**src/hdl/atari_bus_pkg.sv**
```systemverilog
`default_nettype none

package atari_bus_pkg;

  // ====================================================================
  // Cycle timing
  // ====================================================================
  localparam int CYC_W = 4;                              // 16 clocks per CPU cycle

  localparam logic [CYC_W-1:0] CPU_EN_CNT     = 4'd0;    // CPU step
  localparam logic [CYC_W-1:0] TIA_EN_FIRST   = 4'd5;
  localparam logic [CYC_W-1:0] TIA_EN_LAST    = 4'd7;
  localparam logic [CYC_W-1:0] BUS_SAMPLE_CNT = 4'd15;   // Address settled, hotspot check

  // ====================================================================
  // 6502 bus and memory sizes
  // ====================================================================
  localparam int ADDR_W = 16;
  localparam int DATA_W = 8;
  localparam int ROM_AW = 15;   // 32 KiB cartridge ROM
  localparam int RAM_AW = 7;    // 128 bytes, RIOT and cart RAM alike
  localparam int BANK_W = 3;    // Up to 8 banks of 4K

  // Hotspots live in the 13-bit cartridge window
  localparam int HOT_AW = 13;

  localparam logic [HOT_AW-1:0] F8_HOT_LO = 13'h1FF8;
  localparam logic [HOT_AW-1:0] F6_HOT_LO = 13'h1FF6;
  localparam logic [HOT_AW-1:0] F4_HOT_LO = 13'h1FF4;

  localparam logic [BANK_W:0] F8_HOT_N = 4'd2;   // Hotspot counts per scheme
  localparam logic [BANK_W:0] F6_HOT_N = 4'd4;
  localparam logic [BANK_W:0] F4_HOT_N = 4'd8;

  typedef struct packed {
    logic [ADDR_W-1:0] addr;
    logic              rnw;    // High on read
    logic [DATA_W-1:0] dout;   // CPU write data
  } cpu_bus_t;

  typedef struct packed {
    logic tia;
    logic pia;
    logic ram;
    logic cart_ram;
    logic rom;
  } chip_sel_t;

endpackage

`default_nettype wire

```
**src/hdl/atari_load_pkg.sv**
```systemverilog
`default_nettype none

package atari_load_pkg;

  import atari_bus_pkg::*;

  // ====================================================================
  // Host loader
  // ====================================================================
  localparam int HOST_AW = 32;

  localparam logic [7:0] SPACE_ROM  = 8'h00;   // Top address byte selects target
  localparam logic [7:0] SPACE_CTRL = 8'hFF;

  typedef struct packed {
    logic               wr;     // One-clock strobe per byte
    logic [HOST_AW-1:0] addr;
    logic [DATA_W-1:0]  data;
  } host_wr_t;

  // Control register, bit 0 at the bottom
  typedef struct packed {
    logic [4:0] spare;
    logic       cart_ram_en;
    logic       load_hold;    // Stalls CPU while loading
    logic       cpu_reset;
  } ctrl_t;

  typedef struct packed {
    logic              we;
    logic [ROM_AW-1:0] addr;
    logic [DATA_W-1:0] data;
  } rom_wr_t;

  // ROM size word, one bit per 4K boundary crossed
  localparam int SIZE_W = 3;

  localparam logic [SIZE_W-1:0] SIZE_8K  = 3'b001;
  localparam logic [SIZE_W-1:0] SIZE_16K = 3'b011;
  localparam logic [SIZE_W-1:0] SIZE_32K = 3'b111;

  typedef enum logic [1:0] {
    NONE,
    F8,
    F6,
    F4
  } bank_scheme_e;

endpackage

`default_nettype wire

```
**src/hdl/bank_switcher.sv**
```systemverilog
`default_nettype none

module bank_switcher
  import atari_bus_pkg::*;
  import atari_load_pkg::*;
(
  input  wire               clk_sys,
  input  wire               rst_i,          // CPU reset
  input  wire               bus_sample_i,
  input  wire bank_scheme_e scheme_i,
  input  wire [ADDR_W-1:0]  cpu_addr_i,
  output logic [ROM_AW-1:0] rom_addr_o
);

  logic [HOT_AW-1:0] hot_base;
  logic [BANK_W:0]   hot_span;   // Number of hotspots, 0 when none
  logic [HOT_AW-1:0] hot_off;
  logic              hot_hit;
  logic [BANK_W-1:0] bank_q;

  // ====================================================================
  // Hotspot window of the active scheme
  // ====================================================================
  always_comb begin
    case (scheme_i)
      F8: begin
        hot_base = F8_HOT_LO;
        hot_span = F8_HOT_N;
      end
      F6: begin
        hot_base = F6_HOT_LO;
        hot_span = F6_HOT_N;
      end
      F4: begin
        hot_base = F4_HOT_LO;
        hot_span = F4_HOT_N;
      end
      default: begin
        hot_base = '0;
        hot_span = '0;           // Empty window, bank never moves
      end
    endcase
  end

  // Offset into the window doubles as the bank number
  assign hot_off = cpu_addr_i[HOT_AW-1:0] - hot_base;
  assign hot_hit = (hot_off < HOT_AW'(hot_span));   // Below base wraps high

  // ====================================================================
  // Bank register
  // ====================================================================
  always_ff @(posedge clk_sys) begin
    if (rst_i)
      bank_q <= '0;
    else if (bus_sample_i && hot_hit)
      bank_q <= hot_off[BANK_W-1:0];   // Sampled once per CPU cycle
  end

  // 4K window of the selected bank
  assign rom_addr_o = {bank_q, cpu_addr_i[11:0]};

endmodule

`default_nettype wire

```
**config.mk**
```make
export PLATFORM = sky130hd
export DESIGN_NAME = bank_switcher
export DESIGN_NICKNAME = d
export VERILOG_FILES = /design/src/hdl/atari_bus_pkg.sv /design/src/hdl/atari_load_pkg.sv /design/src/hdl/bank_switcher.sv
export SDC_FILE = /design/constraint.sdc
export NUM_CORES = 1
export LEC_CHECK = 0
export BUFFER_PORTS_ARGS = -buffer_cell sky130_fd_sc_hd__buf_2
export CORE_MARGIN = 2
export CORE_UTILIZATION = 49
export CTS_CLUSTER_DIAMETER = 40
export DETAILED_ROUTE_END_ITERATION = 6
export HOLD_SLACK_MARGIN = 0.15
export PLACE_DENSITY = 0.84
export SYNTH_ARGS = -nofsm -noshare
export SYNTH_HDL_FRONTEND = slang
export SYNTH_SLANG_ARGS = --single-unit
```
**constraint.sdc**
```tcl
create_clock -name clk_sys -period 5.7 [get_ports clk_sys]
set_input_delay 1.14 -clock clk_sys [delete_from_list [all_inputs] [get_ports clk_sys]]
set_output_delay 1.14 -clock clk_sys [all_outputs]
set_load 0.02 [all_outputs]
```
# Word level (Yosys, flattened, before mapping)
# Cells that the tools add are included.
[word_totals]
reg_bits = 3
input_bits = 21
out_inout_bits = 15
[classes]
addsub = 1
magnitude_cmp = 1
eq_ne = 3
mux = 2
reduce_logical = 1
[ops]
columns = ["op", "count"]
rows = [
  ["13-bit one-hot mux with 3 select lines", 1],
  ["13-bit by 4-bit less-than comparator with 1-bit output", 1],
  ["13-bit subtractor", 1],
  ["4-bit one-hot mux with 3 select lines", 1],
  ["2-bit == test, second input constant", 2],
  ["2-bit by 1-bit == test with 1-bit output, second input constant", 1],
  ["1-bit logical AND", 1],
]

# Longest topological paths before layout
# Gate-level depths: netlist (run 1).
[depth]
ltp_word = 5
ltp_mapped = 14

# Worst setup path after synthesis (run 1)
# No wires, ideal clock.
[synth_path]
path_type = "input-to-reg"
start = "input port scheme_i[1]"
end = "register bank_q[1]"
setup_ns = 0.121
t_arrival_ns = 3.920
slack_ns = 1.659
stages = 13
n_path_buf = 1
path_cell_list = "clkbuf_1 inv_1 nor2_1 ha_1 inv_1 fa_1 a21oi_1 o31ai_1 a21oi_1 a211oi_1 or4b_4 nor3_4 mux2_4"
[synth_between]
elab_chain_cells = 5
[synth_rtl]
columns = ["element", "line_no", "text"]
rows = [
  ["start, declared", "bank_switcher.sv:10", "input wire bank_scheme_e scheme_i,"],
  ["2-bit == test / 2-bit by 1-bit == test with 1-bit output (equally long branches)", "bank_switcher.sv:25", "case (scheme_i)"],
  ["13-bit one-hot mux with 3 select lines", "bank_switcher.sv:25", ""],
  ["13-bit subtractor", "bank_switcher.sv:46", "assign hot_off = cpu_addr_i[HOT_AW-1:0] - hot_base;"],
  ["13-bit by 4-bit less-than comparator with 1-bit output", "bank_switcher.sv:47", "assign hot_hit = (hot_off < HOT_AW'(hot_span));"],
  ["1-bit logical AND", "bank_switcher.sv:55", "else if (bus_sample_i && hot_hit)"],
  ["end signal, assigned", "bank_switcher.sv:56", "bank_q <= hot_off[BANK_W-1:0];"],
  ["end, declared", "bank_switcher.sv:19", "logic [BANK_W-1:0] bank_q;"],
]
# Parallel ways exist; a longest one is shown, timed or not.
# A chain may end at the register's enable or synchronous reset.

# Worst setup path after layout (run 1)
# Same ends and word-level chain as after synthesis.

==> impl_metrics.ini, run 1 <==
[run_status]
status = finished clean

[drt]
drt-vias-per-instance = 5.87
ant_nets = 0
dr.pass1.iters = 4
drtIter0Drc = 35
vias = 827
routedWlPerCell_um = 12.4
totalWireLength_mm = 1.74
drc_errors = 0

[clocking]
clkSinkCount = 3
htreeDepth = 1
clkTransAtPathRegs_ns = 0.04
root_buffer = clkbuf_4
cts_tree = yes
cts_setup_buffers = 0
clock_tree.buffer_depth = 2
clock_latency_ns = 0.24
numCtsBuffers = 3
postCtsHoldBufs = 0
cts.repair.resized = 0

[sta]
fin_skew_ns = 0
setup_viol = 0
tns_ns = 0
hold_violations = 0
worstMarginPinSlew_ns = 0.593
fin_crit_ns = 4.04
slew_headroom_pct = 60.2
rsz0062_at_grt = false
whs_ns = 0.474
drv_slew = 0
fmax_mhz = 248
finalCritPeriodShare_pct = 70.9

[logic_synthesis]
ys_seq_elements = 3
synth.avg_cell_area_sq_um = 7.36
synthCells = 104
ys_seq_area_share_pct = 7.84
synthArstFlopShare_pct = 0
synth_fp_nets = 131
synth_edf_count = 0
synth_cell_type_count = 41
yosys_warnings = 0
synth_ff_type = dfxtp_1
synth_area_sq_um = 766

[critical_path]
max_stage_delay_ns = 0.55
r2r-start = bank_q[1]
crit_chain = buf_2 -> inv_1 -> nor2_1 -> ha_1 -> inv_1 -> fa_1 -> a21oi_1 -> o31ai_1 -> a21oi_1 -> a211oi_1 -> or4b_4 -> nor3_4 -> mux2_4
startpoint = scheme_i[1]
path_max_fanout = 9
crit_slowest_cell = or4b_4
reg2reg_depth = 2
cp.required_ns = 5.82
r2r_slack_ns = 4.91
r2r_end = bank_q[1]
crit_path_end_kind = flip-flop
path_class = primary input to flip-flop
arrival_ns = 4.16
worstSetupStartpointType = primary input

[power_and_ir_drop]
switching_power_mw = 0.0497
p_comb_share_pct = 51.2
pwr-share-seq_pct = 17.4
p_int_mw = 0.0721
p_clk_share_pct = 31.4
ir_worst_vdd_mv = 0.0614
total_power_mw = 0.122
swShare_pct = 40.8
powerDensity_mw_per_mm2 = 141
p_leak_nw = 0.377

[placed_design]
io_buffers = 32
gp_congestion = 0.899
hpwl_mm = 1.42

[global_route]
track_usage_pct = 20.1
grt_pass1_wl_mm = 2.93
grt_pass1_vias = 705
grt.overflow.total = 0
antenna_found_initial = 0
grt_max_degree = 12

[floorplanning]
die_w_um = 43.5
io_pins = 36
rows = 14
die_area_sq_mm = 0.00189
core_area_sq_mm = 0.00149
start_util_pct = 51.4
chipHeight_um = 43.5

[worst_hold_path]
worstHoldStart = bank_q[0]
holdPathEnd = bank_q[0]
hp-class = flip-flop to flip-flop
min_path_cells = 2

[job]
maxCapViolCount = 0

[final_layout]
largestRegisters = bank_q x3
n_antenna_cell = 0
syn_to_final_growth_pct = 12.7
fin_nets = 153
drive_gt1_share_pct = 32.8
largest_reg_flops = 3
largest_register = bank_q
## synthesized netlist by cell type, types with 2 or more instances
cell type,count,share of area [%]
buf_4,12,12
clkbuf_1,2,0.98
nand2b_1,4,3.3
nor3_1,5,3.3
nand4_1,3,2.5
a31oi_1,4,3.3
nor2_1,8,3.9
nand2_1,5,2.5
xor2_1,2,2.3
inv_1,8,3.9
a21oi_1,4,2.6
xnor2_1,3,3.4
o31ai_1,3,2.9
o21ai_0,2,1.3
nor2b_1,3,2.5
ha_1,5,8.2
dfxtp_1,3,7.8
o21ai_1,2,1.3
or3_1,2,1.6
mux2i_1,3,3.9
## final cells by class
cell class | count | area [sq um]
fill | 144 | 626
multi-input combinational | 78 | 567
timing repair buffer | 32 | 160
sequential | 3 | 60.1
inverter | 8 | 30.0
clock buffer | 4 | 26.3
tap | 16 | 20.0
## layout by cell type (no fill, tap or decap), types with 3 or more instances in the layout
| cell | count |
|---|---|
| nor3_1 | 5 |
| o31ai_1 | 3 |
| nor2b_1 | 3 |
| buf_2 | 32 |
| xnor2_1 | 3 |
| ha_1 | 5 |
| dfxtp_1 | 3 |
| a21oi_1 | 4 |
| inv_1 | 8 |
| nand2_1 | 5 |
| nand2b_1 | 4 |
| a31oi_1 | 4 |
| nand4_1 | 3 |
| clkbuf_4 | 3 |
| mux2i_1 | 3 |
| nor2_1 | 8 |
## worst max-delay path: cells and delay by family
kind	cells	cell delay (ns)
compound gates	4	0.68
fa+ha+maj	2	0.66
buf+inv	3	0.38
mux	1	0.32
simple gates	3	0.98
## logic make-up (layout without fill, tap and decap cells)
| family | Yosys count | count (layout) | share of synthesized area [%] |
|---|---|---|---|
| compound gates | 24 | 24 | 21.6 |
| xor+xnor | 5 | 5 | 5.72 |
| fa+ha+maj | 6 | 6 | 10.8 |
| buf+inv | 23 | 44 | 18.1 |
| flops | 3 | 3 | 7.84 |
| mux | 4 | 4 | 5.88 |
| simple gates | 39 | 39 | 30.1 |
## per-layer routing
layer | GRT usage [%] | share of wire (%)
met2 | 35.8 | 51
met1 | 25.0 | 41
met3 | 2.92 | 7.4
met5 | 0 | 0
met4 | 5.45 | 0.46
## worst max path at each step
stage | cells after the start | to
after floorplan | 13 | bank_q[1]
after global placement | 13 | bank_q[1]
after detailed placement | 13 | bank_q[1]
after CTS | 13 | bank_q[1]
after global routing | 13 | bank_q[1]
final | 13 | bank_q[1]
## power by group through the flow
| stage | sequential [mW] | clock [mW] | combinational (mW) |
|---|---|---|---|
| 2_1_floorplan | 0.0215 | 0 | 0.0478 |
| 4_1_cts | 0.0212 | 0.0389 | 0.0620 |
| 6_report | 0.0211 | 0.0383 | 0.0624 |
| 3_3_place_gp | 0.0215 | 0 | 0.0591 |
| 3_5_place_dp | 0.0215 | 0 | 0.0618 |
| 5_1_grt | 0.0211 | 0.0406 | 0.0692 |
## metrics by stage
| stage | worst slack, ns | cells | area, sq um | utilization, % |
|---|---|---|---|---|
| after floorplan | 1.66 | 104 | 766 | - |
| after global placement | 1.53 | 137 | 837 | 56.2 |
| after detailed placement | 1.43 | 137 | 837 | 56.2 |
| after CTS | 1.67 | 141 | 863 | 58.0 |
| after global routing | 1.45 | 141 | 863 | 58.0 |
| final | 1.66 | 141 | 863 | 58.0 |
No activity file was read; power rests on OpenSTA's default activity.
==> run 2, diff against run 1 <==
Settings changed: CORE_UTILIZATION 49 to 46, PLACE_DENSITY 0.84 to 0.79.
Clock period 5.7 ns to 3.8 ns, I/O delays scaled along.
==> run 2 against run 1 <==
Effect of this change:
- first-iteration DRC count fell by 14%
- combinational power increased by 56%
- design area rose by 4.3%
- clock power is 50% higher
- critical endpoint unchanged
- register-to-register slack got worse by 1.9 ns
- sequential share of layout area fell by 0.29 points
- count of clock-buffer cells in the layout unchanged
==> impl_metrics.ini, run 2 (synthesis results as in run 1) <==
[global_route]
grt_pass1_wl_mm = 2.94
grt_pass1_vias = 740
use_met2_pct = 33.9
grt.overflow.total = 0
use_met1_pct = 24.1
grt_util_met3_pct = 2.40
grt_max_degree = 11
grt-busiest-layer = met2
track_usage_pct = 19.2
antenna_found_initial = 0

[drt]
totalWireLength_mm = 1.83
routedWlPerCell_um = 12.5
dr.pass1.iters = 4
drtIter0Drc = 30
drt-vias-per-instance = 5.72
ant_nets = 0
drc_errors = 0
vias = 835

[sta]
fin_skew_ns = 0
tns_ns = 0
setup_viol = 0
drv_slew = 0
rsz0062_at_grt = false
finalCritPeriodShare_pct = 89.2
hold_violations = 0
fmax_mhz = 295
fin_crit_ns = 3.39
slew_headroom_pct = 74.7
worstMarginPinSlew_ns = 0.376

[floorplanning]
chipHeight_um = 44.8
rows = 14
core_area_sq_mm = 0.00154
start_util_pct = 49.7
io_pins = 36
die_area_sq_mm = 0.00201
die_w_um = 44.8

[critical_path]
crit_path_end_kind = flip-flop
arrival_ns = 3.52
worstSetupStartpointType = primary input
path_max_fanout = 4
cp.required_ns = 3.93
path_class = primary input to flip-flop

[worst_hold_path]
hp-class = flip-flop to flip-flop

[placed_design]
io_buffers = 32
gp_congestion = 0.911
hpwl_mm = 1.49

[final_layout]
n_antenna_cell = 0
fin_nets = 158
layout_common_cells = 32 x buf_2, 8 x inv_1, 8 x nor2_1
largestRegisters = bank_q x3
largest_register = bank_q
syn_to_final_growth_pct = 17.6
drive_gt1_share_pct = 35.4
final_common_cell = buf_2
largest_reg_flops = 3

[clocking]
postCtsHoldBufs = 0
clock_latency_ns = 0.23
cts_setup_buffers = 0
htreeDepth = 1
clkTransAtPathRegs_ns = 0.04
cts_tree = yes
root_buffer = clkbuf_4
numCtsBuffers = 3
clock_tree.buffer_depth = 2
cts.repair.resized = 0
clkSinkCount = 3

[power_and_ir_drop]
powerDensity_mw_per_mm2 = 207
p_leak_nw = 0.401
ir_worst_vdd_mv = 0.0761
total_power_mw = 0.187

[run_status]
status = finished clean

[job]
maxCapViolCount = 0
run 2: path summary, 6_finish.rpt:
kind,slack (ns),startpoint,end,cells past startpoint
setup / recovery,0.41,scheme_i[1],bank_q[1],13
hold reg to reg,0.47,bank_q[0],bank_q[0],2
setup reg to reg,3.01,bank_q[1],bank_q[1],2
hold / removal,0.47,bank_q[0],bank_q[0],2
run 2: worst max-delay path: stages:
cell      delay (ns)
buf_2           0.10
inv_1           0.05
nor2_1          0.13
ha_1            0.23
inv_1           0.07
fa_1            0.44
a21oi_1         0.33
o31ai_1         0.10
a21oi_1         0.16
a211oi_1        0.07
or4b_4          0.55
nor3_4          0.21
mux2_4          0.31
run 2: cell type report:
type	instances	area, sq um
fill	150	641
sequential	3	60.1
clock buffer	4	26.3
multi-input combinational	78	567
tap	16	20.0
timing repair buffer	37	198
inverter	8	30.0
run 2: routing by layer:
metal | vias up | routed length [um]
met5 | - | 0
met4 | 0 | 0
met3 | 0 | 147
met2 | 39 | 906
met1 | 373 | 771
li1 | 423 | -
run 2: metrics by stage:
step | utilization, % | instance area [sq um] | setup slack [ns] | hold slack (ns) | cells
after floorplan | - | 766 | 0.139 | 0.545 | 104
after global placement | 56.7 | 875 | 0.249 | 0.453 | 142
after detailed placement | 56.7 | 875 | 0.165 | 0.470 | 142
after CTS | 58.4 | 901 | 0.419 | 0.477 | 146
after global routing | 58.4 | 901 | 0.297 | 0.487 | 146
final | 58.4 | 901 | 0.409 | 0.473 | 146
run 2: power by group:
part	switching, mW	internal, mW	total, mW
Sequential	0.0000242	0.0317	0.0317
Combinational	0.0572	0.0403	0.0975
Clock	0.0179	0.0394	0.0573
==> run 3, diff against run 2 <==
Settings changed: ABC_AREA set to 1, CORE_ASPECT_RATIO set to 1.4, CORE_UTILIZATION 46 to 51, PLACE_DENSITY 0.79 to 0.8, REMOVE_ABC_BUFFERS set to 1.
==> run 3 against run 2 <==
Effect of this change:
- register-to-register slack better by 0.20 ns
- combinational power is 42% higher
- largest power group unchanged
- total power is 21% higher
- critical path type unchanged
- sequential power hardly changed
- highest routed layer is now met4
- global-route usage is 0.81 points lower
- first-iteration DRC count is 67% lower
- worst hold slack worse by 0.0041 ns
- via count is 40% higher
==> impl_metrics.ini, run 3 <==
[final_layout]
fin_util_pct = 59.8
fin_nets = 248
largest_register = bank_q
nFillCells = 223
n_antenna_cell = 0
largestRegisters = bank_q x3
final_common_cell = nand2_1
final_area_sq_mm = 0.00119
largest_reg_flops = 3
layout_common_cells = 62 x nand2_1, 32 x buf_2, 31 x inv_1, 20 x nand3_1, 14 x nor2_1
syn_to_final_growth_pct = 8.77
drive_gt1_share_pct = 28.6

[critical_path]
path_class = primary input to flip-flop
crit_path_end_kind = flip-flop
cp.required_ns = 3.93
crit_path_frequent_cell = nor2_1
crit_slowest_cell = fa_1
crit_chain = buf_2 -> inv_2 -> nor2_1 -> ha_1 -> inv_1 -> fa_1 -> xor2_1 -> ha_1 -> a21oi_1 -> nand3_1 -> nor2_1 -> nand3b_1 -> nor2_4 -> nand2_2 -> nor2_1 -> nor2_1
r2r_slack_ns = 3.21
arrival_ns = 3.09
worstSetupStartpointType = primary input
cpLargestDelayFamily = simple AND/OR/NAND/NOR gates
max_stage_delay_ns = 0.39
path_max_fanout = 6
critPathBufInv = 3

[clocking]
htreeDepth = 1
postCtsHoldBufs = 0
cts.repair.resized = 0
clkTransAtPathRegs_ns = 0.04
clock_latency_ns = 0.24
clkSinkCount = 3
cts_setup_buffers = 0
clock_tree.buffer_depth = 2
cts_tree = yes
root_buffer = clkbuf_4
numCtsBuffers = 3

[power_and_ir_drop]
switching_power_mw = 0.105
swShare_pct = 46.4
powerDensity_mw_per_mm2 = 189
p_leak_nw = 0.724
p_int_mw = 0.121
ir_worst_vdd_mv = 0.0888
p_comb_share_pct = 60.8
p_clk_share_pct = 25.1
pwr-share-seq_pct = 14.0

[placed_design]
io_buffers = 32
pre_cts_slack_ns = 0.574
dpl_cell_area_sq_mm = 0.00117
gp_congestion = 0.874
hpwl_mm = 1.82

[logic_synthesis]
synthArstFlopShare_pct = 0
yosys_warnings = 0
ys_seq_elements = 3
synth_ff_type = dfxtp_1
synth_cell_type_count = 23
synth.avg_cell_area_sq_um = 5.55
synth_top_area_share_pct = 21.2
synthTopCellsByCount = 62 x nand2_1, 31 x inv_1, 20 x nand3_1
synth_edf_count = 0
yosysMostFrequentCell = nand2_1
synthCells = 198
yosysTopAreaCell = nand2_1
ys_seq_area_share_pct = 5.47
synth_area_sq_mm = 0.00110
synth.area.top_cells = nand2_1 21%, inv_1 11%, nand3_1 9.1%, buf_4 8.2%, nand2_2 7.4%

[drt]
routedWlPerCell_um = 8.80
dr.pass1.iters = 4
totalWireLength_mm = 2.12
drt-vias-per-instance = 4.83
drtIter0Drc = 10
ant_nets = 0
drc_errors = 0
vias = 1165

[global_route]
grt_pass1_wl_mm = 3.75
grt_pass1_vias = 1002
antenna_found_initial = 0
grt_max_degree = 17
track_usage_pct = 18.3
grt.overflow.total = 0

[sta]
worst_slack_ns = 0.834
fmax_mhz = 337
whs_ns = 0.469
tns_ns = 0
setup_viol = 0
fin_crit_ns = 2.97
hold_violations = 0
fin_skew_ns = 0
drv_slew = 0
worstMarginPinSlew_ns = 0.421
slew_headroom_pct = 71.9
rsz0062_at_grt = false
finalCritPeriodShare_pct = 78.0

[floorplanning]
die_w_um = 43.2
start_util_pct = 55.0
chipHeight_um = 58.9
core_area_sq_mm = 0.00200
die_area_sq_mm = 0.00255
io_pins = 36
rows = 19

[worst_hold_path]
hp-class = flip-flop to flip-flop

[job]
maxCapViolCount = 0

[run_status]
status = finished clean
run 3: cell families after synthesis:
logic type               share of synthesized area, %
AO/OA/AOI/OAI                                    6.04
AND/OR/NAND/NOR                                  56.4
flip-flops                                       5.47
adder cells (fa/ha/maj)                          7.52
buffers and inverters                            22.2
XOR/XNOR                                         2.39
run 3: worst min-delay path, cell delays in order (launching register included):
cell	delay, ns
dfxtp_1	0.31
a21oi_1	0.04
nor2_1	0.08
run 3: path summary, 6_finish.rpt:
path	startpoint	depth (start not counted)	end
max	scheme_i[1]	16	bank_q[1]
min	bank_q[2]	2	bank_q[2]
max reg2reg	bank_q[1]	4	bank_q[1]
min reg2reg	bank_q[2]	2	bank_q[2]
run 3: power groups by stage:
stage | registers (mW) | clock network, mW | logic (mW)
after floorplan | 0.0323 | 0 | 0.0930
after global placement | 0.0322 | 0 | 0.138
after CTS | 0.0317 | 0.0584 | 0.139
after global routing | 0.0317 | 0.0647 | 0.158
after detailed placement | 0.0322 | 0 | 0.138
final | 0.0317 | 0.0569 | 0.138
run 3: stage by stage:
step           power (mW)  cells
3_3_place_gp        0.170    237
3_5_place_dp        0.171    237
5_1_grt             0.254    241
2_1_floorplan       0.125    184
4_1_cts             0.229    241
6_report            0.226    241
run 3: routing by layer:
layer  track usage [%]  vias to the layer above  wire length [um]
li1                  -                      646                 -
met1              22.0                      497               953
met2              34.5                       20              1100
met3              1.84                        2                57
met4              3.90                        0                15
met5                 0                        -                 0
run 3: area by class of cell:
cell class,count,area [sq um],area share (%)
clock buffer,4,26.3,2.20
multi-input combinational,147,795,66.5
tap,21,26.3,2.20
inverter,34,128,10.7
sequential,3,60.1,5.03
timing repair buffer,32,160,13.4
